**config.mk**
```make
export PLATFORM = sky130hd
export DESIGN_NAME = fetch_frontend
export DESIGN_NICKNAME = d
export VERILOG_FILES = /design/src/hw/fetch_pkg.sv /design/src/hw/bus_timeout_timer.sv /design/src/hw/branch_predictor.sv /design/src/hw/fetch_bus_fsm.sv /design/src/hw/fetch_stage.sv /design/src/hw/fetch_frontend.sv
export SDC_FILE = /design/constraint.sdc
export NUM_CORES = 1
export LEC_CHECK = 0
export BUFFER_PORTS_ARGS = -buffer_cell sky130_fd_sc_hd__buf_2
export CAP_MARGIN = 20
export CORE_MARGIN = 5
export CORE_UTILIZATION = 50
export DETAILED_ROUTE_END_ITERATION = 7
export PLACE_DENSITY = 0.77
export SYNTH_ARGS = -nofsm -noshare
export SYNTH_HDL_FRONTEND = slang
export SYNTH_SLANG_ARGS = --single-unit
```
**constraint.sdc**
```tcl
create_clock -name CLK -period 12.48 [get_ports CLK]
set_input_delay 2.496 -clock CLK [delete_from_list [all_inputs] [get_ports CLK]]
set_output_delay 2.496 -clock CLK [all_outputs]
set_load 0.01 [all_outputs]
```
**src/hw/fetch_pkg.sv**
```systemverilog
package fetch_pkg;

    // Instruction, address and register field width
    localparam int WORD_W = 32;
    // Major opcode field in bits 6:0
    localparam int OPCODE_W = 7;

    typedef logic [WORD_W-1:0] word_t;

    // Major opcodes of interest to the predictor
    typedef enum logic [OPCODE_W-1:0] {
        BRANCH = 7'b1100011,
        JAL    = 7'b1101111,
        JALR   = 7'b1100111,
        // Stands for any opcode without a control transfer
        OTHER  = 7'b0000000
    } opcode_t;

    // Address of the first fetch after reset
    localparam word_t RESET_PC = 32'h0000_0100;

    // Watchdog limit for an unanswered bus cycle
    localparam int BUS_TIMEOUT_CYCLES = 16;
    // Counter runs 0 to limit minus one
    localparam int TIMER_W = $clog2(BUS_TIMEOUT_CYCLES);

    // Wishbone read master states
    typedef enum logic [1:0] {
        IDLE,
        // cyc and stb high, waiting on the slave
        REQ,
        // Returned word waits for the fetch stage
        HOLD,
        // Cycle made stale by a redirect, response is dropped
        DISCARD
    } fetch_state_t;

endpackage

```
**src/hw/bus_timeout_timer.sv**
```systemverilog
`timescale 1ns/1ps

module bus_timeout_timer (
    input  logic CLK,
    input  logic nRST,
    input  logic busy,
    output logic timeout
);
    import fetch_pkg::*;

    logic [TIMER_W-1:0] count;

    // Last allowed cycle of an outstanding bus cycle
    assign timeout = busy && (count == TIMER_W'(BUS_TIMEOUT_CYCLES - 1));

    always_ff @(posedge CLK, negedge nRST) begin
        if (!nRST) begin
            count <= '0;
        end else if (!busy || timeout) begin
            // Restart for the next bus cycle
            count <= '0;
        end else begin
            count <= count + 1'b1;
        end
    end

    // Master leaves the cycle on timeout, so it never repeats
    assert property (@(posedge CLK) disable iff (!nRST)
        timeout |=> !busy);

endmodule

```
**src/hw/branch_predictor.sv**
```systemverilog
`timescale 1ns/1ps

module branch_predictor (
    input  fetch_pkg::word_t pred_instr,
    input  fetch_pkg::word_t pred_pc,
    output logic             predict_taken,
    output fetch_pkg::word_t target_addr
);
    import fetch_pkg::*;

    opcode_t opcode;
    word_t   imm_b;
    word_t   imm_j;

    assign opcode = opcode_t'(pred_instr[OPCODE_W-1:0]);

    // B-type immediate, bit 0 always zero
    assign imm_b = {{20{pred_instr[31]}}, pred_instr[7], pred_instr[30:25],
                    pred_instr[11:8], 1'b0};

    // J-type immediate
    assign imm_j = {{12{pred_instr[31]}}, pred_instr[19:12], pred_instr[20],
                    pred_instr[30:21], 1'b0};

    always_comb begin
        predict_taken = 1'b0;
        target_addr   = pred_pc + imm_b;
        case (opcode)
            JAL: begin
                // Unconditional, always taken
                predict_taken = 1'b1;
                target_addr   = pred_pc + imm_j;
            end
            BRANCH: begin
                // Backward taken, forward not taken
                predict_taken = pred_instr[31];
            end
            JALR, OTHER: begin
                // Register target unknown here
                predict_taken = 1'b0;
            end
            default: begin
                predict_taken = 1'b0;
            end
        endcase
    end

endmodule

```
**src/hw/fetch_bus_fsm.sv**
```systemverilog
`timescale 1ns/1ps

module fetch_bus_fsm (
    input  logic             CLK,
    input  logic             nRST,
    input  logic             ireq,
    input  fetch_pkg::word_t pc,
    input  logic             pc_redirect,
    input  logic             accept,
    input  logic             timeout,
    input  fetch_pkg::word_t wb_dat_i,
    input  logic             wb_ack,
    input  logic             wb_err,
    output logic             busy,
    output logic             insn_ready,
    output fetch_pkg::word_t insn_data,
    output fetch_pkg::word_t insn_addr,
    output logic             bus_fault,
    output logic             wb_cyc,
    output logic             wb_stb,
    output logic             wb_we,
    output logic [3:0]       wb_sel,
    output fetch_pkg::word_t wb_adr
);
    import fetch_pkg::*;

    fetch_state_t state;
    fetch_state_t next_state;
    logic         bus_done;

    // Slave answered or watchdog fired
    assign bus_done = wb_ack || wb_err || timeout;

    always_comb begin
        next_state = state;
        case (state)
            IDLE: begin
                // PC is about to change on a redirect, wait a cycle
                if (ireq && !pc_redirect) begin
                    next_state = REQ;
                end
            end
            REQ: begin
                if (pc_redirect) begin
                    next_state = bus_done ? IDLE : DISCARD;
                end else if (bus_done) begin
                    next_state = HOLD;
                end
            end
            HOLD: begin
                // Stale word is simply dropped on redirect
                if (accept || pc_redirect) begin
                    next_state = IDLE;
                end
            end
            DISCARD: begin
                if (bus_done) begin
                    next_state = IDLE;
                end
            end
            default: next_state = IDLE;
        endcase
    end

    always_ff @(posedge CLK, negedge nRST) begin
        if (!nRST) begin
            state  <= IDLE;
            wb_adr <= '0;
        end else begin
            state <= next_state;
            // Address latched once per cycle, stable until the end
            if (state == IDLE && next_state == REQ) begin
                wb_adr <= pc;
            end
        end
    end

    // One-word hold buffer
    always_ff @(posedge CLK) begin
        if (state == REQ && next_state == HOLD) begin
            insn_data <= wb_dat_i;
            insn_addr <= wb_adr;
            bus_fault <= wb_err || (timeout && !wb_ack);
        end
    end

    // Discarded cycles stay open until the slave or watchdog ends them
    assign busy       = (state == REQ) || (state == DISCARD);
    assign wb_cyc     = busy;
    assign wb_stb     = busy;
    assign wb_we      = 1'b0;
    assign wb_sel     = 4'hF;
    assign insn_ready = (state == HOLD);

    // New cycles only go out to word-aligned addresses
    assert property (@(posedge CLK) disable iff (!nRST)
        $rose(wb_stb) |-> wb_adr[1:0] == 2'b00);

    // Cycle stays open with a steady address until the slave or watchdog ends it
    assert property (@(posedge CLK) disable iff (!nRST)
        wb_stb && !wb_ack && !wb_err && !timeout |=> wb_stb && $stable(wb_adr));

    // Watchdog bounds every cycle
    assert property (@(posedge CLK) disable iff (!nRST)
        $rose(wb_stb) |-> ##[1:BUS_TIMEOUT_CYCLES] !wb_stb);

endmodule

```
**src/hw/fetch_stage.sv**
```systemverilog
`timescale 1ns/1ps

module fetch_stage (
    input  logic             CLK,
    input  logic             nRST,
    input  logic             redirect_valid,
    input  fetch_pkg::word_t redirect_pc,
    input  logic             ex_stall,
    input  logic             ex_flush,
    input  logic             insn_ready,
    input  fetch_pkg::word_t insn_data,
    input  fetch_pkg::word_t insn_addr,
    input  logic             bus_fault,
    input  logic             predict_taken,
    input  fetch_pkg::word_t target_addr,
    output logic             ireq,
    output fetch_pkg::word_t pc,
    output logic             pc_redirect,
    output logic             accept,
    output fetch_pkg::word_t pred_instr,
    output fetch_pkg::word_t pred_pc,
    output logic             fex_valid,
    output fetch_pkg::word_t fex_instr,
    output fetch_pkg::word_t fex_pc,
    output fetch_pkg::word_t fex_pc4,
    output logic             fex_pred_taken,
    output fetch_pkg::word_t fex_pred_target,
    output logic             fex_mal_insn,
    output logic             fex_fault_insn,
    output fetch_pkg::word_t fex_fault_addr
);
    import fetch_pkg::*;

    word_t pc4;
    word_t npc;
    logic  mal_pend;
    logic  mal_done;
    logic  load_mal;
    logic  squash;

    assign pc4 = pc + 32'd4;

    // Misaligned PC halts fetching until the next redirect
    assign ireq        = (pc[1:0] == 2'b00);
    assign mal_pend    = !ireq && !mal_done;
    assign pc_redirect = redirect_valid;

    // Held word waits on stall or flush, dropped on redirect
    assign accept   = insn_ready && !ex_stall && !ex_flush && !redirect_valid;
    assign load_mal = mal_pend && !ex_stall && !ex_flush && !redirect_valid;

    // Fault merge, either kind squashes the word
    assign squash = bus_fault || load_mal;

    // Faulted word must not steer the predictor
    assign pred_instr = bus_fault ? '0 : insn_data;
    assign pred_pc    = pc;

    // Redirect over prediction over sequential
    always_comb begin
        if (redirect_valid) begin
            npc = redirect_pc;
        end else if (predict_taken) begin
            npc = target_addr;
        end else begin
            npc = pc4;
        end
    end

    always_ff @(posedge CLK, negedge nRST) begin
        if (!nRST) begin
            pc       <= RESET_PC;
            mal_done <= 1'b0;
        end else begin
            if (redirect_valid || accept) begin
                pc <= npc;
            end
            // One misalignment entry per bad target
            if (redirect_valid) begin
                mal_done <= 1'b0;
            end else if (load_mal) begin
                mal_done <= 1'b1;
            end
        end
    end

    // Fetch to execute register, control part
    always_ff @(posedge CLK, negedge nRST) begin
        if (!nRST) begin
            fex_valid      <= 1'b0;
            fex_mal_insn   <= 1'b0;
            fex_fault_insn <= 1'b0;
        end else if (!ex_stall) begin
            // Flush gives a bubble, otherwise take whatever is ready
            fex_valid      <= !ex_flush && (accept || load_mal);
            fex_mal_insn   <= load_mal;
            fex_fault_insn <= accept && bus_fault;
        end
    end

    // Payload part
    always_ff @(posedge CLK) begin
        if (accept || load_mal) begin
            fex_instr       <= squash ? '0 : insn_data;
            fex_pc          <= pc;
            fex_pc4         <= pc4;
            fex_pred_taken  <= accept && predict_taken;
            fex_pred_target <= target_addr;
            // Bad target itself for misalignment
            fex_fault_addr  <= load_mal ? pc : insn_addr;
        end
    end

    // Once its entry is out, a misaligned PC leaves only that entry or a bubble
    assert property (@(posedge CLK) disable iff (!nRST)
        (pc[1:0] != 2'b00) && !mal_pend |-> fex_mal_insn || !fex_valid);

    // Bus side releases the word right after the handshake
    assert property (@(posedge CLK) disable iff (!nRST)
        accept |=> !insn_ready);

endmodule

```
**src/hw/fetch_frontend.sv**
```systemverilog
`timescale 1ns/1ps

module fetch_frontend (
    input  logic             CLK,
    input  logic             nRST,
    input  logic             redirect_valid,
    input  fetch_pkg::word_t redirect_pc,
    input  logic             ex_stall,
    input  logic             ex_flush,
    output logic             fex_valid,
    output fetch_pkg::word_t fex_instr,
    output fetch_pkg::word_t fex_pc,
    output fetch_pkg::word_t fex_pc4,
    output logic             fex_pred_taken,
    output fetch_pkg::word_t fex_pred_target,
    output logic             fex_mal_insn,
    output logic             fex_fault_insn,
    output fetch_pkg::word_t fex_fault_addr,
    output logic             wb_cyc,
    output logic             wb_stb,
    output logic             wb_we,
    output logic [3:0]       wb_sel,
    output fetch_pkg::word_t wb_adr,
    input  fetch_pkg::word_t wb_dat_i,
    input  logic             wb_ack,
    input  logic             wb_err
);
    import fetch_pkg::*;

    // Stage to bus master handshake
    logic  ireq;
    logic  pc_redirect;
    logic  accept;
    word_t pc;
    logic  insn_ready;
    logic  bus_fault;
    word_t insn_data;
    word_t insn_addr;

    // Watchdog
    logic  busy;
    logic  timeout;

    // Predictor lookup, combinational
    word_t pred_instr;
    word_t pred_pc;
    logic  predict_taken;
    word_t target_addr;

    fetch_stage fetch_stage_i (
        .CLK, .nRST, .redirect_valid, .redirect_pc, .ex_stall, .ex_flush,
        .insn_ready, .insn_data, .insn_addr, .bus_fault, .predict_taken, .target_addr,
        .ireq, .pc, .pc_redirect, .accept, .pred_instr, .pred_pc,
        .fex_valid, .fex_instr, .fex_pc, .fex_pc4, .fex_pred_taken, .fex_pred_target,
        .fex_mal_insn, .fex_fault_insn, .fex_fault_addr
    );

    fetch_bus_fsm fetch_bus_fsm_i (
        .CLK, .nRST, .ireq, .pc, .pc_redirect, .accept, .timeout,
        .wb_dat_i, .wb_ack, .wb_err,
        .busy, .insn_ready, .insn_data, .insn_addr, .bus_fault,
        .wb_cyc, .wb_stb, .wb_we, .wb_sel, .wb_adr
    );

    bus_timeout_timer bus_timeout_timer_i (
        .CLK, .nRST, .busy, .timeout
    );

    branch_predictor branch_predictor_i (
        .pred_instr, .pred_pc, .predict_taken, .target_addr
    );

endmodule

```
# Yosys cells after proc, flatten, opt, wreduce, memory -nomap -nowiden
# Cells that the tools add are included.
# word_totals
ff_bits	300
out_inout_bits	203
input_bits	71
# classes
reduce_logical	33
n_mux	16
n_eq_ne	8
add_sub_neg	4
# ops
cell	n
$mux 32	5
$add 32x32->32	2
$add 32x3->32 const B	1
$logic_and 1x1->1	15
$eq 7x7->1 const B	2
$mux 2	6
$logic_or 1x1->1	8
$pmux 2 s4	1
$logic_not 1->1	7
$eq 2x2->1 const B	3
$add 4x1->4 const B	1
$eq 2x1->1 const B	2
$eq 4x4->1 const B	1
$logic_not 2->1	2
$mux 4	1
$mux 1	2
$pmux 1 s2	1
$reduce_bool 2->1	1

# Longest topological paths before layout
# Gate-level depths: netlist of the first run.
# depth
word_depth	9
ltp_mapped	18
mapped_depth_nobuf	17

# Hierarchy
# A second synthesis of the first run with hierarchy kept.
# hier_totals
cells_unflattened	1079
hier_area_um2	14059.7
# modules_own_cells
module	instances	area_each_um2	cells_each
fetch_stage	1	8563.2	645
fetch_bus_fsm	1	3445.8	156
branch_predictor	1	1876.8	263
bus_timeout_timer	1	173.9	15

# Worst setup path before layout of the first run
# Ideal clock, no wire load.
# synth_timing
path_kind	in2reg
start	in ex_stall
end	reg fetch_stage_i.fex_fault_addr[0], enable pin
path_buffers	1
path_slack_ns	-2.469
cell_stages	4
t_arrival_ns	14.052
cell_sequence	nor2_1 nand2_1 clkbuf_1 o21ai_0
# synth_between
elab_chain_len	5
elab_cells_between_ends	8
classes_between	reduce/logical (8)
# synth_lines
item	line	source
from (decl)	fetch_frontend.sv:8	input logic ex_stall,
$logic_not 1->1 *	fetch_stage.sv:49, fetch_stage.sv:50	
$logic_and 1x1->1, on equally long branches (3 in series)	fetch_stage.sv:49, fetch_stage.sv:50	
$logic_or 1x1->1 *	fetch_stage.sv:103	if (accept || load_mal) begin
to (signal assigned)	fetch_stage.sv:110	fex_fault_addr <= load_mal ? pc : insn_addr;
to (decl)	fetch_stage.sv:30	output fetch_pkg::word_t fex_fault_addr
# Mark *: on every way between the ends. The rest lies on a longest branch, timed or not.
# A chain may end at the register's enable or synchronous reset.

# Worst setup path after layout of the first run
# layout_timing
start	in ex_stall
end	reg fetch_stage_i.fex_pc[14], enable pin
# layout_between
elab_chain_len	5
elab_cells_between_ends	8
classes_between	reduce/logical (8)
# layout_lines
item	line	source
$logic_not 1->1 *	fetch_stage.sv:49, fetch_stage.sv:50	
$logic_and 1x1->1, on equally long branches (3 in series)	fetch_stage.sv:49, fetch_stage.sv:50	
$logic_or 1x1->1 *	fetch_stage.sv:103	
to (signal assigned)	fetch_stage.sv:105	fex_pc <= pc;
to (decl)	fetch_stage.sv:24	output fetch_pkg::word_t fex_pc,
# Marks and branches as above.

==> summary.txt, run 1 <==
Status
  – Status: completed

Power
  – Clk pwr share: a little over a third
  – Lkg Pwr: 6.657 nW
  – Logic pwr share: 14.3%
  – Switching Power: 664.2 µW
  – P_int: 1.863 mW
  – Cell Pwr Density: 158.1 mW/mm²
  – Seq pwr share: 49.5%
  – Peak VDD IR: 112.2 µV
  – Sw frac: between 20% and 30%

Worst setup path
  – Crit-path max FO: around 80
  – Crit path from: ex_stall
  – CP max stage cell: or3_2
  – R2R cell count: 17
  – Reg2reg end: fetch_stage_i.pc[31]
  – WP buf/inv: 2
  – Register-to-Register Setup Slack: 7.63 ns
  – CP top delay family: simple AND/OR/NAND/NOR gates
  – Crit path to: fetch_stage_i.fex_pc[14]
  – CP Capture Type: flip-flop
  – Critical path launch point type: primary input
  – CP max stage delay: 0.85 ns
  – RR Startpoint: fetch_bus_fsm_i.insn_data[4]
  – CP Data Arrival Time: 5.08 ns
  – CP required: 12.65 ns
  – WP depth: 6
  – Crit path kind: in2reg
  – CP cell instances: buf_2, nor2_1, o21ai_0, or3_2, o21ai_4, buf_4

Synthesis
  – Leading post-synthesis cells by cell area: edfxtp_1 (50%), dfrtp_1 (14%), nand2_1 (4.2%)
  – Yosys warnings: 0
  – Cell Area, Synth: between 0.01 and 0.015 mm²
  – Netlist cell types: about 70
  – Number of synthesized flops with an enable pin: 223
  – Post-synth top area cell: edfxtp_1
  – Syn avg cell area: roughly 12 µm²
  – Synth Register Bits: 297
  – Cells after synthesis: ~1,100
  – Area share of the largest cell type after synthesis: 50.17%
  – Post-synth top flop: edfxtp_1
  – Synth async-reset ratio: 24.92%
  – Seq/Total Area, Yosys: around 64%

CTS
  – Root buf cell: clkbuf_16
  – CTS resizes: 0
  – Number of setup buffers added after CTS: 0
  – Number of clock sinks: 297
  – TritonCTS clock tree: done
  – Hold buffer count at cts: 0
  – Clock Latency Late Sink: roughly 0.55 ns
  – Bufs on Longest Clock Path: 3
  – Clock H-tree levels: 1
  – Inserted Clock Buffers: 30
  – Worst-path clk slew: around 0.060 ns

Floorplanning
  – Die H: 173.4 µm
  – Full die area: 0.03006 mm²
  – Core ar.: 0.02621 mm²
  – Die X: 173.4 µm
  – Num rows: 59
  – Boundary Pins: 274
  – Initial core utilization: between 50% and 60%

Timing
  – Fmax: 0.2035 GHz
  – Hold Fails Final Rpt: 0
  – Slew margin rel.: 32.01%
  – Unrepaired setup endpoints after global routing: false
  – Setup violators final: 0
  – Max-slew violation count: 0
  – Period Utilization, post-route: between 30% and 40%
  – Least-Margin Pin Slew: between 1 and 1.5 ns
  – Setup TNS: 0 ns
  – Fin crit period: 4.913 ns
  – Worst clock skew: about 0.013 ns
  – Hold Slack: 0.4659 ns

Place
  – Port Buf Inserts: between 200 and 300
  – Routability congestion estimate: 0.8977
  – DP HPWL: roughly 24,000 µm

GRT
  – Largest net degree at the start of global routing: 79
  – Gr usage total: between 20% and 30%
  – Vias in the first global route: 9,341
  – Number of antenna violations at the first check in global routing: 10
  – Remaining global-route overflow: 0
  – Met1 Use GR: 30.11%
  – Gr busiest metal: met2
  – M2 GR Usage: 35.76%
  – Global-route wire length before repair: 53,200 µm
  – Met3 Usage GRT: between 5 and 6%

Cells and area
  – FILL cells: ~2,100
  – Area occupied by multi-input gates: 0.004507 mm²
  – Register area: 0.008549 mm²
  – Nets: 1,440
  – Synth-to-Final Area Change: 19.74%
  – Share of cells above drive strength 1: 28.00%

Worst hold path
  – Min-delay worst type: reg2reg

Detailed routing
  – Routed WL: 34,350 µm
  – Post-detailed-route DRC marker count: 0
  – Drt first pass iters: 5
  – WL per Instance: 20.27 µm
  – Via count: ~9,500
  – Post-DRT Antenna Nets: 0
  – Iter 0 DRT Violations: between 900 and 1,000
  – Via/cell ratio: 5.610

Job
  – MaxCap Viol Count: 0
-- logic make-up after synthesis --
group                      count (synthesis)  synth area share, %
AOI/OAI and AO/OA                        198                9.561
xor gates and xnor gates                  60                3.937
adders and majority gates                 36                3.431
buffers and inverters                     78                2.531
DFF                                      297                64.05
muxes                                     44                3.618
other                                      2              0.05626
and+or+nand+nor                          366                12.81
-- cells in the final DEF (no fill, tap or decap), types with 4 or more instances in the layout --
cell type,n
o21bai_1,4
o211ai_1,9
o21a_1,9
a21oi_1,56
clkbuf_16,31
nor2b_1,14
edfxtp_1,223
mux2i_1,10
clkinv_2,7
buf_2,267
o311ai_1,4
and2_1,27
conb_1,5
a22oi_1,7
nand3_1,20
nor3_1,10
buf_4,12
nand4_1,10
ha_1,35
xor2_1,18
xnor2_1,42
a221o_1,4
dfrtp_1,73
or3_1,6
nand2_1,149
o21ai_1,13
mux2_2,32
and3_1,10
nor2_1,85
inv_1,16
o21ai_0,35
a31oi_1,5
nand2b_1,15
a21o_1,19
-- worst min path at each step --
stage	from	end	slack (ns)	cells past startpoint
6_report	fetch_bus_fsm_i.wb_adr[27]	fetch_bus_fsm_i.insn_addr[27]	0.47	0
3_5_place_dp	fetch_bus_fsm_i.wb_adr[1]	fetch_bus_fsm_i.insn_addr[1]	0.45	0
4_1_cts	fetch_bus_fsm_i.wb_adr[2]	fetch_bus_fsm_i.insn_addr[2]	0.47	0
2_1_floorplan	bus_timeout_timer_i.count[0]	bus_timeout_timer_i.count[0]	0.43	1
3_3_place_gp	fetch_bus_fsm_i.wb_adr[3]	fetch_bus_fsm_i.insn_addr[3]	0.45	0
5_1_grt	fetch_bus_fsm_i.wb_adr[28]	fetch_bus_fsm_i.insn_addr[28]	0.49	0
-- layout make-up --
class                      count  share of cell area, %
antenna                        3                0.04697
clock buffer                  37                  5.182
clock inverter                19                  1.159
inverter                      16                 0.3758
multi-input combinational    709                  28.20
sequential                   297                  53.49
tap                          335                  2.623
timing repair buffer         279                  8.924
-- cell usage after synthesis, types with 3 or more instances --
| cell type | count |
|---|---|
| nand4_1 | 10 |
| buf_4 | 9 |
| xnor2_1 | 42 |
| o21bai_1 | 4 |
| buf_2 | 3 |
| clkbuf_1 | 47 |
| o31ai_1 | 3 |
| nand3_1 | 20 |
| a211oi_1 | 3 |
| a221o_1 | 4 |
| a31oi_1 | 5 |
| nor2_1 | 85 |
| dfrtp_1 | 73 |
| nor2b_1 | 14 |
| mux2i_1 | 10 |
| and2_1 | 27 |
| o21ai_0 | 36 |
| a21oi_1 | 57 |
| o21a_1 | 9 |
| nor4_1 | 4 |
| o22ai_1 | 3 |
| nor3b_1 | 3 |
| o311ai_1 | 4 |
| inv_1 | 16 |
| xor2_1 | 18 |
| nand2b_1 | 15 |
| and3_1 | 11 |
| nand2_1 | 150 |
| ha_1 | 35 |
| a22oi_1 | 7 |
| nor3_1 | 11 |
| o21ai_1 | 13 |
| mux2_2 | 32 |
| or3_1 | 7 |
| o211ai_1 | 9 |
| a21o_1 | 19 |
| edfxtp_1 | 223 |
-- through the flow --
step	worst slack [ns]	cells	power, mW	cell area [µm²]	util [%]
final	7.567	1695	2.527	15980	60.99
after global routing	7.211	1695	2.633	15980	60.99
after CTS	7.584	1692	2.546	15980	60.96
after detailed placement	6.993	1636	1.631	14960	57.09
after global placement	7.090	1636	1.616	14960	57.09
after floorplan	1.816	1084	1.482	13360	-
-- registers in the layout, summed over array words and instances (netlist names) --
signal,flops
fetch_bus_fsm_i.insn_addr,32
fetch_bus_fsm_i.insn_data,32
fetch_bus_fsm_i.wb_adr,32
fetch_stage_i.fex_fault_addr,32
fetch_stage_i.fex_instr,32
fetch_stage_i.fex_pred_target,32
fetch_stage_i.pc,32
fetch_stage_i.fex_pc4,31
fetch_stage_i.fex_pc,30
bus_timeout_timer_i.count,4
fetch_bus_fsm_i.state,2
fetch_bus_fsm_i.bus_fault,1
fetch_stage_i.fex_fault_insn,1
fetch_stage_i.fex_mal_insn,1
fetch_stage_i.fex_pred_taken,1
fetch_stage_i.fex_valid,1
fetch_stage_i.mal_done,1
-- worst register-to-register path: stages, from the launching register on --
cell       delay (ns)
edfxtp_1         0.38
nor4bb_1         0.30
nand3_1          0.18
or3_1            0.63
mux2i_1          0.20
nor2_1           0.11
ha_1             0.17
inv_1            0.06
fa_1             0.43
nand2b_1         0.20
a21oi_1          0.18
o41a_1           0.27
a21oi_1          0.15
nor2_1           0.34
a21oi_1          0.17
a221oi_2         0.48
nor4b_1          0.12
a2111oi_2        0.37
-- power by group through the flow --
stage	clock, mW	combinational, mW	sequential, mW
3_5_place_dp	0	0.362	1.27
4_1_cts	0.932	0.364	1.25
2_1_floorplan	0	0.199	1.28
6_report	0.915	0.362	1.25
3_3_place_gp	0	0.352	1.26
5_1_grt	0.972	0.399	1.26
-- per-layer routing --
metal,routed length [µm],vias to the layer above,part of all wire [%]
li1,-,4408,-
met1,14360,4609,42
met2,16100,404,47
met3,2950,74,8.6
met4,836,14,2.4
met5,103,-,0.30
Note: power is estimated with default switching activity, not from simulation.
==> run 2: changes to the inputs <==
==> constraint.sdc (replaced) <==
create_clock -name CLK -period 4.05 [get_ports CLK]
set_input_delay 0.81 -clock CLK [delete_from_list [all_inputs] [get_ports CLK]]
set_output_delay 0.81 -clock CLK [all_outputs]
set_load 0.01 [all_outputs]
==> summary.txt, run 2 (synthesis gave the netlist of run 1 again) <==
Floorplanning
  – Core ar.: 0.02621 mm² (unchanged)
  – Die H: 173.4 µm (unchanged)
  – Die X: 173.4 µm (unchanged)
  – Initial core utilization: 50.93% (unchanged)
  – Boundary Pins: 274 (unchanged)
  – Full die area: 0.03006 mm² (unchanged)
  – Num rows: 59 (unchanged)

CTS
  – Root buf cell: clkbuf_16 (unchanged)
  – Inserted Clock Buffers: 31 (was 30)
  – Worst-path clk slew: 0.06 ns (about the same)
  – TritonCTS clock tree: done (unchanged)
  – Bufs on Longest Clock Path: 3 (unchanged)
  – Clock H-tree levels: 1 (unchanged)
  – Number of clock sinks: 297 (unchanged)
  – Clock Latency Late Sink: 0.56 ns (was 0.55 ns)

Place
  – Port Buf Inserts: 268 (unchanged)
  – Placed Cells: 1,658 (was 1,636)
  – DP HPWL: 24,740 µm (was 23,890 µm)
  – Routability congestion estimate: 0.9225 (was 0.8977)

GRT
  – Largest net degree at the start of global routing: 105 (was 79)
  – Global-route wire length before repair: 54,340 µm (was 53,200 µm)
  – Gr usage total: 22.59% (was 22.09%)
  – Met3 Usage GRT: 4.929% (was 5.649%)
  – Gr busiest metal: met2 (unchanged)
  – M2 GR Usage: 36.82% (was 35.76%)
  – Remaining global-route overflow: 0 (unchanged)
  – Met1 Use GR: 31.25% (was 30.11%)
  – Number of antenna violations at the first check in global routing: 3 (was 10)
  – Vias in the first global route: 9,565 (was 9,341)

Timing
  – Slew margin rel.: 36.12% (was 32.01%)
  – Least-Margin Pin Slew: 0.9582 ns (was 1.020 ns)
  – Fin crit period: 3.969 ns
  – Max-slew violation count: 0 (unchanged)
  – Unrepaired setup endpoints after global routing: true (was false)
  – Hold Slack: 0.3474 ns (was 0.4659 ns)
  – Period Utilization, post-route: 98.01%
  – Fmax: about 0.25 GHz
  – Setup violators final: 0 (unchanged)
  – Worst clock skew: 0.01101 ns (was 0.01339 ns)
  – Hold Fails Final Rpt: 0 (unchanged)

Worst setup path
  – Crit path kind: reg2reg (was in2reg)
  – RR Startpoint: fetch_bus_fsm_i.bus_fault (was fetch_bus_fsm_i.insn_data[4])
  – CP Capture Type: flip-flop (unchanged)
  – Critical path launch point type: flip-flop (was primary input)
  – CP Data Arrival Time: 4.40 ns (was 5.08 ns)
  – R2R cell count: 17 (unchanged)
  – Crit path from: fetch_bus_fsm_i.bus_fault (was ex_stall)
  – Crit-path max FO: 6 (was 78)
  – CP required: 4.48 ns (was 12.65 ns)
  – Register-to-Register Setup Slack: 0.08 ns (was 7.63 ns)

Cells and area
  – Most common cell after layout, fill and taps aside: buf_2 (unchanged)
  – Synth-to-Final Area Change: 23.51% (was 19.74%)
  – Most frequent cells in the layout: buf_2 (267), edfxtp_1 (223), nand2_1 (149), nor2_1 (82), dfrtp_1 (73) (was buf_2 (267), edfxtp_1 (223), nand2_1 (149), nor2_1 (85), dfrtp_1 (73))
  – FILL cells: 2,022 (was 2,092)
  – Nets: 1,469 (was 1,440)
  – Finished Layout Cells: 1,723 (was 1,695)
  – Share of cells above drive strength 1: 31.22% (was 28.00%)

Power
  – Cell Pwr Density: 489.6 mW/mm² (was 158.1 mW/mm²)
  – Peak VDD IR: 361.9 µV (was 112.2 µV)
  – Power, Total: 8.072 mW (was 2.527 mW)
  – Lkg Pwr: 6.891 nW (was 6.657 nW)

Detailed routing
  – Post-detailed-route DRC marker count: 0 (unchanged)
  – Via count: 9,504 (was 9,509)
  – Post-DRT Antenna Nets: 0 (unchanged)
  – Iter 0 DRT Violations: 774 (was 901)
  – Routed WL: 34,960 µm (was 34,350 µm)
  – Drt first pass iters: 5 (unchanged)
  – Via/cell ratio: 5.516 (was 5.610)
  – WL per Instance: 20.29 µm (was 20.27 µm)

Job
  – MaxCap Viol Count: 0 (unchanged)

Worst hold path
  – Min-delay worst type: in2async (was reg2reg)

Status
  – Status: completed (unchanged)
-- run 2: cell count changes in the layout (fill, tap and decap cells not counted), moves of 3 or more --
cell	delta
a21oi_1	-7
a21oi_2	+6
buf_4	+23
bufinv_16	+4
clkbuf_1	+5
clkinv_2	-3
nor2_1	-3
-- run 2: worst paths after layout --
check                                           endpoint
max                                 fetch_stage_i.pc[25]
min                           fetch_bus_fsm_i.wb_adr[25]
max reg2reg                         fetch_stage_i.pc[25]
min reg2reg                 fetch_bus_fsm_i.insn_addr[1]
max in group asynchronous      fetch_bus_fsm_i.wb_adr[4]
min in group CLK           fetch_bus_fsm_i.insn_data[30]
-- run 2: layer usage --
metal / wire, µm / part of all wire (%)
met2: 16680 / 48
met3: 2769 / 7.9
met5: 27 / 0.077
met4: 713 / 2.0
met1: 14780 / 42
-- run 2: critical path, cell delays in order (launching register included) --
cell,delay [ns]
edfxtp_1,0.39
nor4bb_1,0.27
nand3_1,0.14
or3_4,0.38
buf_8,0.16
mux2i_1,0.15
nor2_1,0.07
ha_1,0.32
o211ai_1,0.24
a21oi_2,0.07
o41a_1,0.37
a21oi_4,0.26
o21ai_2,0.10
a31oi_4,0.24
buf_6,0.14
o21bai_4,0.06
xor2_2,0.16
a221o_1,0.34
-- run 2: area by class of cell --
| type | instances | area [µm²] | share of cell area, % |
|---|---|---|---|
| inverter | 16 | 60.06 | 0.3643 |
| tap | 335 | 419.2 | 2.543 |
| clock inverter | 17 | 266.5 | 1.617 |
| sequential | 297 | 8549 | 51.86 |
| clock buffer | 41 | 833.3 | 5.055 |
| antenna | 1 | 2.502 | 0.01518 |
| timing repair buffer | 307 | 1677 | 10.17 |
| multi-input combinational | 709 | 4678 | 28.38 |
-- run 2: report_power, final --
group	switching (mW)	total [mW]	internal (mW)
registers	0.221	3.85	3.63
clock network	1.16	3.05	1.89
logic	0.669	1.18	0.510
-- run 2: repair_timing --
| action | in CTS | in global routing |
|---|---|---|
| endpoints found under the setup margin | 7 | 20 |
| buffers inserted | 0 | 6 |
| gates resized for setup | 6 | 31 |
| hold buffers | 0 | 0 |
| pin swaps | 2 | 23 |
-- run 2: through the flow --
step / worst slack, ns / instance area, µm² / util [%] / TNS (ns)
global route: -0.1003 / 16490 / 62.91 / -0.3208
detailed placement: -0.1137 / 15150 / 57.81 / -0.2484
global placement: -0.03239 / 15150 / 57.81 / -0.05382
finish: 0.08063 / 16490 / 62.91 / 0
floorplan: -0.1399 / 13390 / - / -22.10
CTS: 0.02047 / 16280 / 62.11 / 0
==> run 3: changes to the inputs <==
--- a/config.mk
+++ b/config.mk
@@ -10,7 +10,7 @@
 export CORE_MARGIN = 5
 export CORE_UTILIZATION = 50
 export DETAILED_ROUTE_END_ITERATION = 7
-export PLACE_DENSITY = 0.77
+export PLACE_DENSITY = 0.76
 export SYNTH_ARGS = -nofsm -noshare
 export SYNTH_HDL_FRONTEND = slang
 export SYNTH_SLANG_ARGS = --single-unit
==> summary.txt, run 3 (synthesis gave the netlist of run 1 again) <==
Cells and area
  – Synth-to-Final Area Change: 23.43% (was 23.51%)
  – Final instance area: 0.01647 mm² (was 0.01649 mm²)
  – Most common cell after layout, fill and taps aside: buf_2 (unchanged)
  – Most frequent cells in the layout: buf_2 (268), edfxtp_1 (223), nand2_1 (149), nor2_1 (83), dfrtp_1 (73) (was buf_2 (267), edfxtp_1 (223), nand2_1 (149), nor2_1 (82), dfrtp_1 (73))
  – Share of cells above drive strength 1: 31.65% (was 31.22%)
  – Nets: 1,473 (was 1,469)
  – Core Util, Final: 62.86% (was 62.91%)

Timing
  – Setup TNS: 0 ns (unchanged)
  – Unrepaired setup endpoints after global routing: true (unchanged)
  – Slew margin rel.: 36.89% (was 36.12%)
  – Hold Fails Final Rpt: 0 (unchanged)
  – Worst clock skew: 0.01592 ns (was 0.01101 ns)
  – Setup violators final: 0 (unchanged)
  – Period Utilization, post-route: 97.32% (was 98.01%)
  – Fmax: 0.2537 GHz (was 0.2519 GHz)
  – Max-slew violation count: 0 (unchanged)
  – Hold Slack: 0.3704 ns (was 0.3474 ns)
  – Fin crit period: 3.941 ns (was 3.969 ns)
  – Least-Margin Pin Slew: 0.9467 ns (was 0.9582 ns)

CTS
  – Number of clock sinks: 297 (unchanged)
  – Inserted Clock Buffers: 30 (was 31)
  – TritonCTS clock tree: done (unchanged)
  – Clock Latency Late Sink: 0.56 ns (about the same)
  – Root buf cell: clkbuf_16 (unchanged)
  – Clock H-tree levels: 1 (unchanged)
  – Worst-path clk slew: 0.06 ns (about the same)
  – Hold buffer count at cts: 0 (unchanged)
  – Bufs on Longest Clock Path: 3 (unchanged)

GRT
  – Vias in the first global route: 9,594 (was 9,565)
  – Remaining global-route overflow: 0 (unchanged)
  – Largest net degree at the start of global routing: 90 (was 105)
  – Number of antenna violations at the first check in global routing: 4 (was 3)
  – Global-route wire length before repair: 54,610 µm (was 54,340 µm)
  – Gr usage total: 22.80% (was 22.59%)

Worst setup path
  – Crit-path max FO: 3 (was 6)
  – CP Capture Type: flip-flop (unchanged)
  – Critical path launch point type: flip-flop (unchanged)
  – CP Data Arrival Time: 4.37 ns (was 4.40 ns)
  – CP required: 4.48 ns (about the same)
  – CP cell instances: nor4bb_1, nand3_1, or3_4, mux2i_1, nor2_1, ha_1, inv_1, fa_2, nand2b_4, a21oi_2, o41a_1, a21oi_4, o21ai_2, a31oi_2, buf_4, o21bai_1, xor2_1, a221o_1 (was nor4bb_1, nand3_1, or3_4, buf_8, mux2i_1, nor2_1, ha_1, o211ai_1, a21oi_2, o41a_1, a21oi_4, o21ai_2, a31oi_4, buf_6, o21bai_4, xor2_2, a221o_1)
  – CP max stage cell: o41a_1 (was edfxtp_1)
  – Crit path kind: reg2reg (unchanged)
  – CP max stage delay: 0.43 ns (was 0.39 ns)

Place
  – Port Buf Inserts: 268 (unchanged)
  – Post-placement cell area: 0.01520 mm² (was 0.01515 mm²)
  – Routability congestion estimate: 0.8837 (was 0.9225)
  – DP HPWL: 25,040 µm (was 24,740 µm)

Power
  – Cell Pwr Density: 477.0 mW/mm² (was 489.6 mW/mm²)
  – Lkg Pwr: 6.904 nW (was 6.891 nW)
  – Peak VDD IR: 431.2 µV (was 361.9 µV)

Status
  – Status: completed (unchanged)

Detailed routing
  – Via count: 9,607 (was 9,504)
  – WL per Instance: 20.42 µm (was 20.29 µm)
  – Routed WL: 35,250 µm (was 34,960 µm)
  – Post-DRT Antenna Nets: 0 (unchanged)
  – Drt first pass iters: 5 (unchanged)
  – Iter 0 DRT Violations: 661 (was 774)
  – Post-detailed-route DRC marker count: 0 (unchanged)
  – Via/cell ratio: 5.566 (was 5.516)

Floorplanning
  – Num rows: 59 (unchanged)
  – Core ar.: 0.02621 mm² (unchanged)
  – Initial core utilization: 50.93% (unchanged)
  – Full die area: 0.03006 mm² (unchanged)
  – Die H: 173.4 µm (unchanged)
  – Boundary Pins: 274 (unchanged)
  – Die X: 173.4 µm (unchanged)

Worst hold path
  – Min-delay worst type: in2async (unchanged)

Job
  – MaxCap Viol Count: 0 (unchanged)
-- run 3: changes by cell type in the layout (fill, tap and decap cells not counted), sizes merged --
cell	delta
bufinv	-5
clkbuf	+4
buf	+5
clkinv	-2
clkinvlp	+1
-- run 3: power by group --
| group | switching [mW] | internal (mW) | total [mW] |
|---|---|---|---|
| clock | 1.14 | 1.68 | 2.82 |
| combinational | 0.677 | 0.518 | 1.19 |
| sequential | 0.221 | 3.63 | 3.85 |
-- run 3: area by class of cell --
cell class / instances / area, µm²
diodes: 1 / 2.502
clock buffers: 45 / 909.6
clock inverters: 11 / 116.4
fillers: 2025 / 9732
inverters: 16 / 60.06
multi-input cells: 709 / 4701
flip-flops and latches: 297 / 8549
well taps: 335 / 419.2
repair buffers: 312 / 1717
-- run 3: repair_timing --
item / 4_1_cts / 5_1_grt
setup endpoints to repair: 11 / 24
buffers inserted: 0 / 9
pin swaps: 6 / 25
gates resized for setup: 8 / 32
-- run 3: path summary, 6_finish.rpt --
kind	slack [ns]	from	end	cells after the start
max	0.11	fetch_bus_fsm_i.bus_fault	fetch_stage_i.pc[25]	18
min	0.37	nRST	fetch_bus_fsm_i.wb_adr[24]	1
max reg2reg	0.11	fetch_bus_fsm_i.bus_fault	fetch_stage_i.pc[25]	18
min reg2reg	0.47	fetch_bus_fsm_i.wb_adr[21]	fetch_bus_fsm_i.insn_addr[21]	0
max in group asynchronous	2.81	nRST	fetch_stage_i.pc[8]	2
min in group CLK	0.42	wb_dat_i[2]	fetch_bus_fsm_i.insn_data[2]	1
-- run 3: worst max-delay path, delay by kind of cell, from the launching register on --
| family | cells | cell delay, ns |
|---|---|---|
| AND/OR/NAND/NOR | 5 | 1.00 |
| adder cells (fa/ha/maj) | 2 | 0.43 |
| flip-flops | 1 | 0.39 |
| AO/OA/AOI/OAI | 7 | 1.41 |
| XOR/XNOR | 1 | 0.17 |
| buffers and inverters | 2 | 0.22 |
| multiplexers | 1 | 0.18 |
-- run 3: routing by layer --
metal / wire, µm / track usage (%)
met3: 3098 / 5.671
met2: 16680 / 36.54
met1: 14770 / 31.58
met4: 646 / 5.687
met5: 54 / 0
-- run 3: through the flow --
stage	total power [mW]	setup slack (ns)	cells
after floorplan	4.553	-0.1399	1084
after global placement	5.024	-0.07245	1661
after detailed placement	5.062	-0.1390	1661
after CTS	7.880	0.004927	1717
after global routing	8.200	-0.1239	1725
final	7.859	0.1086	1726
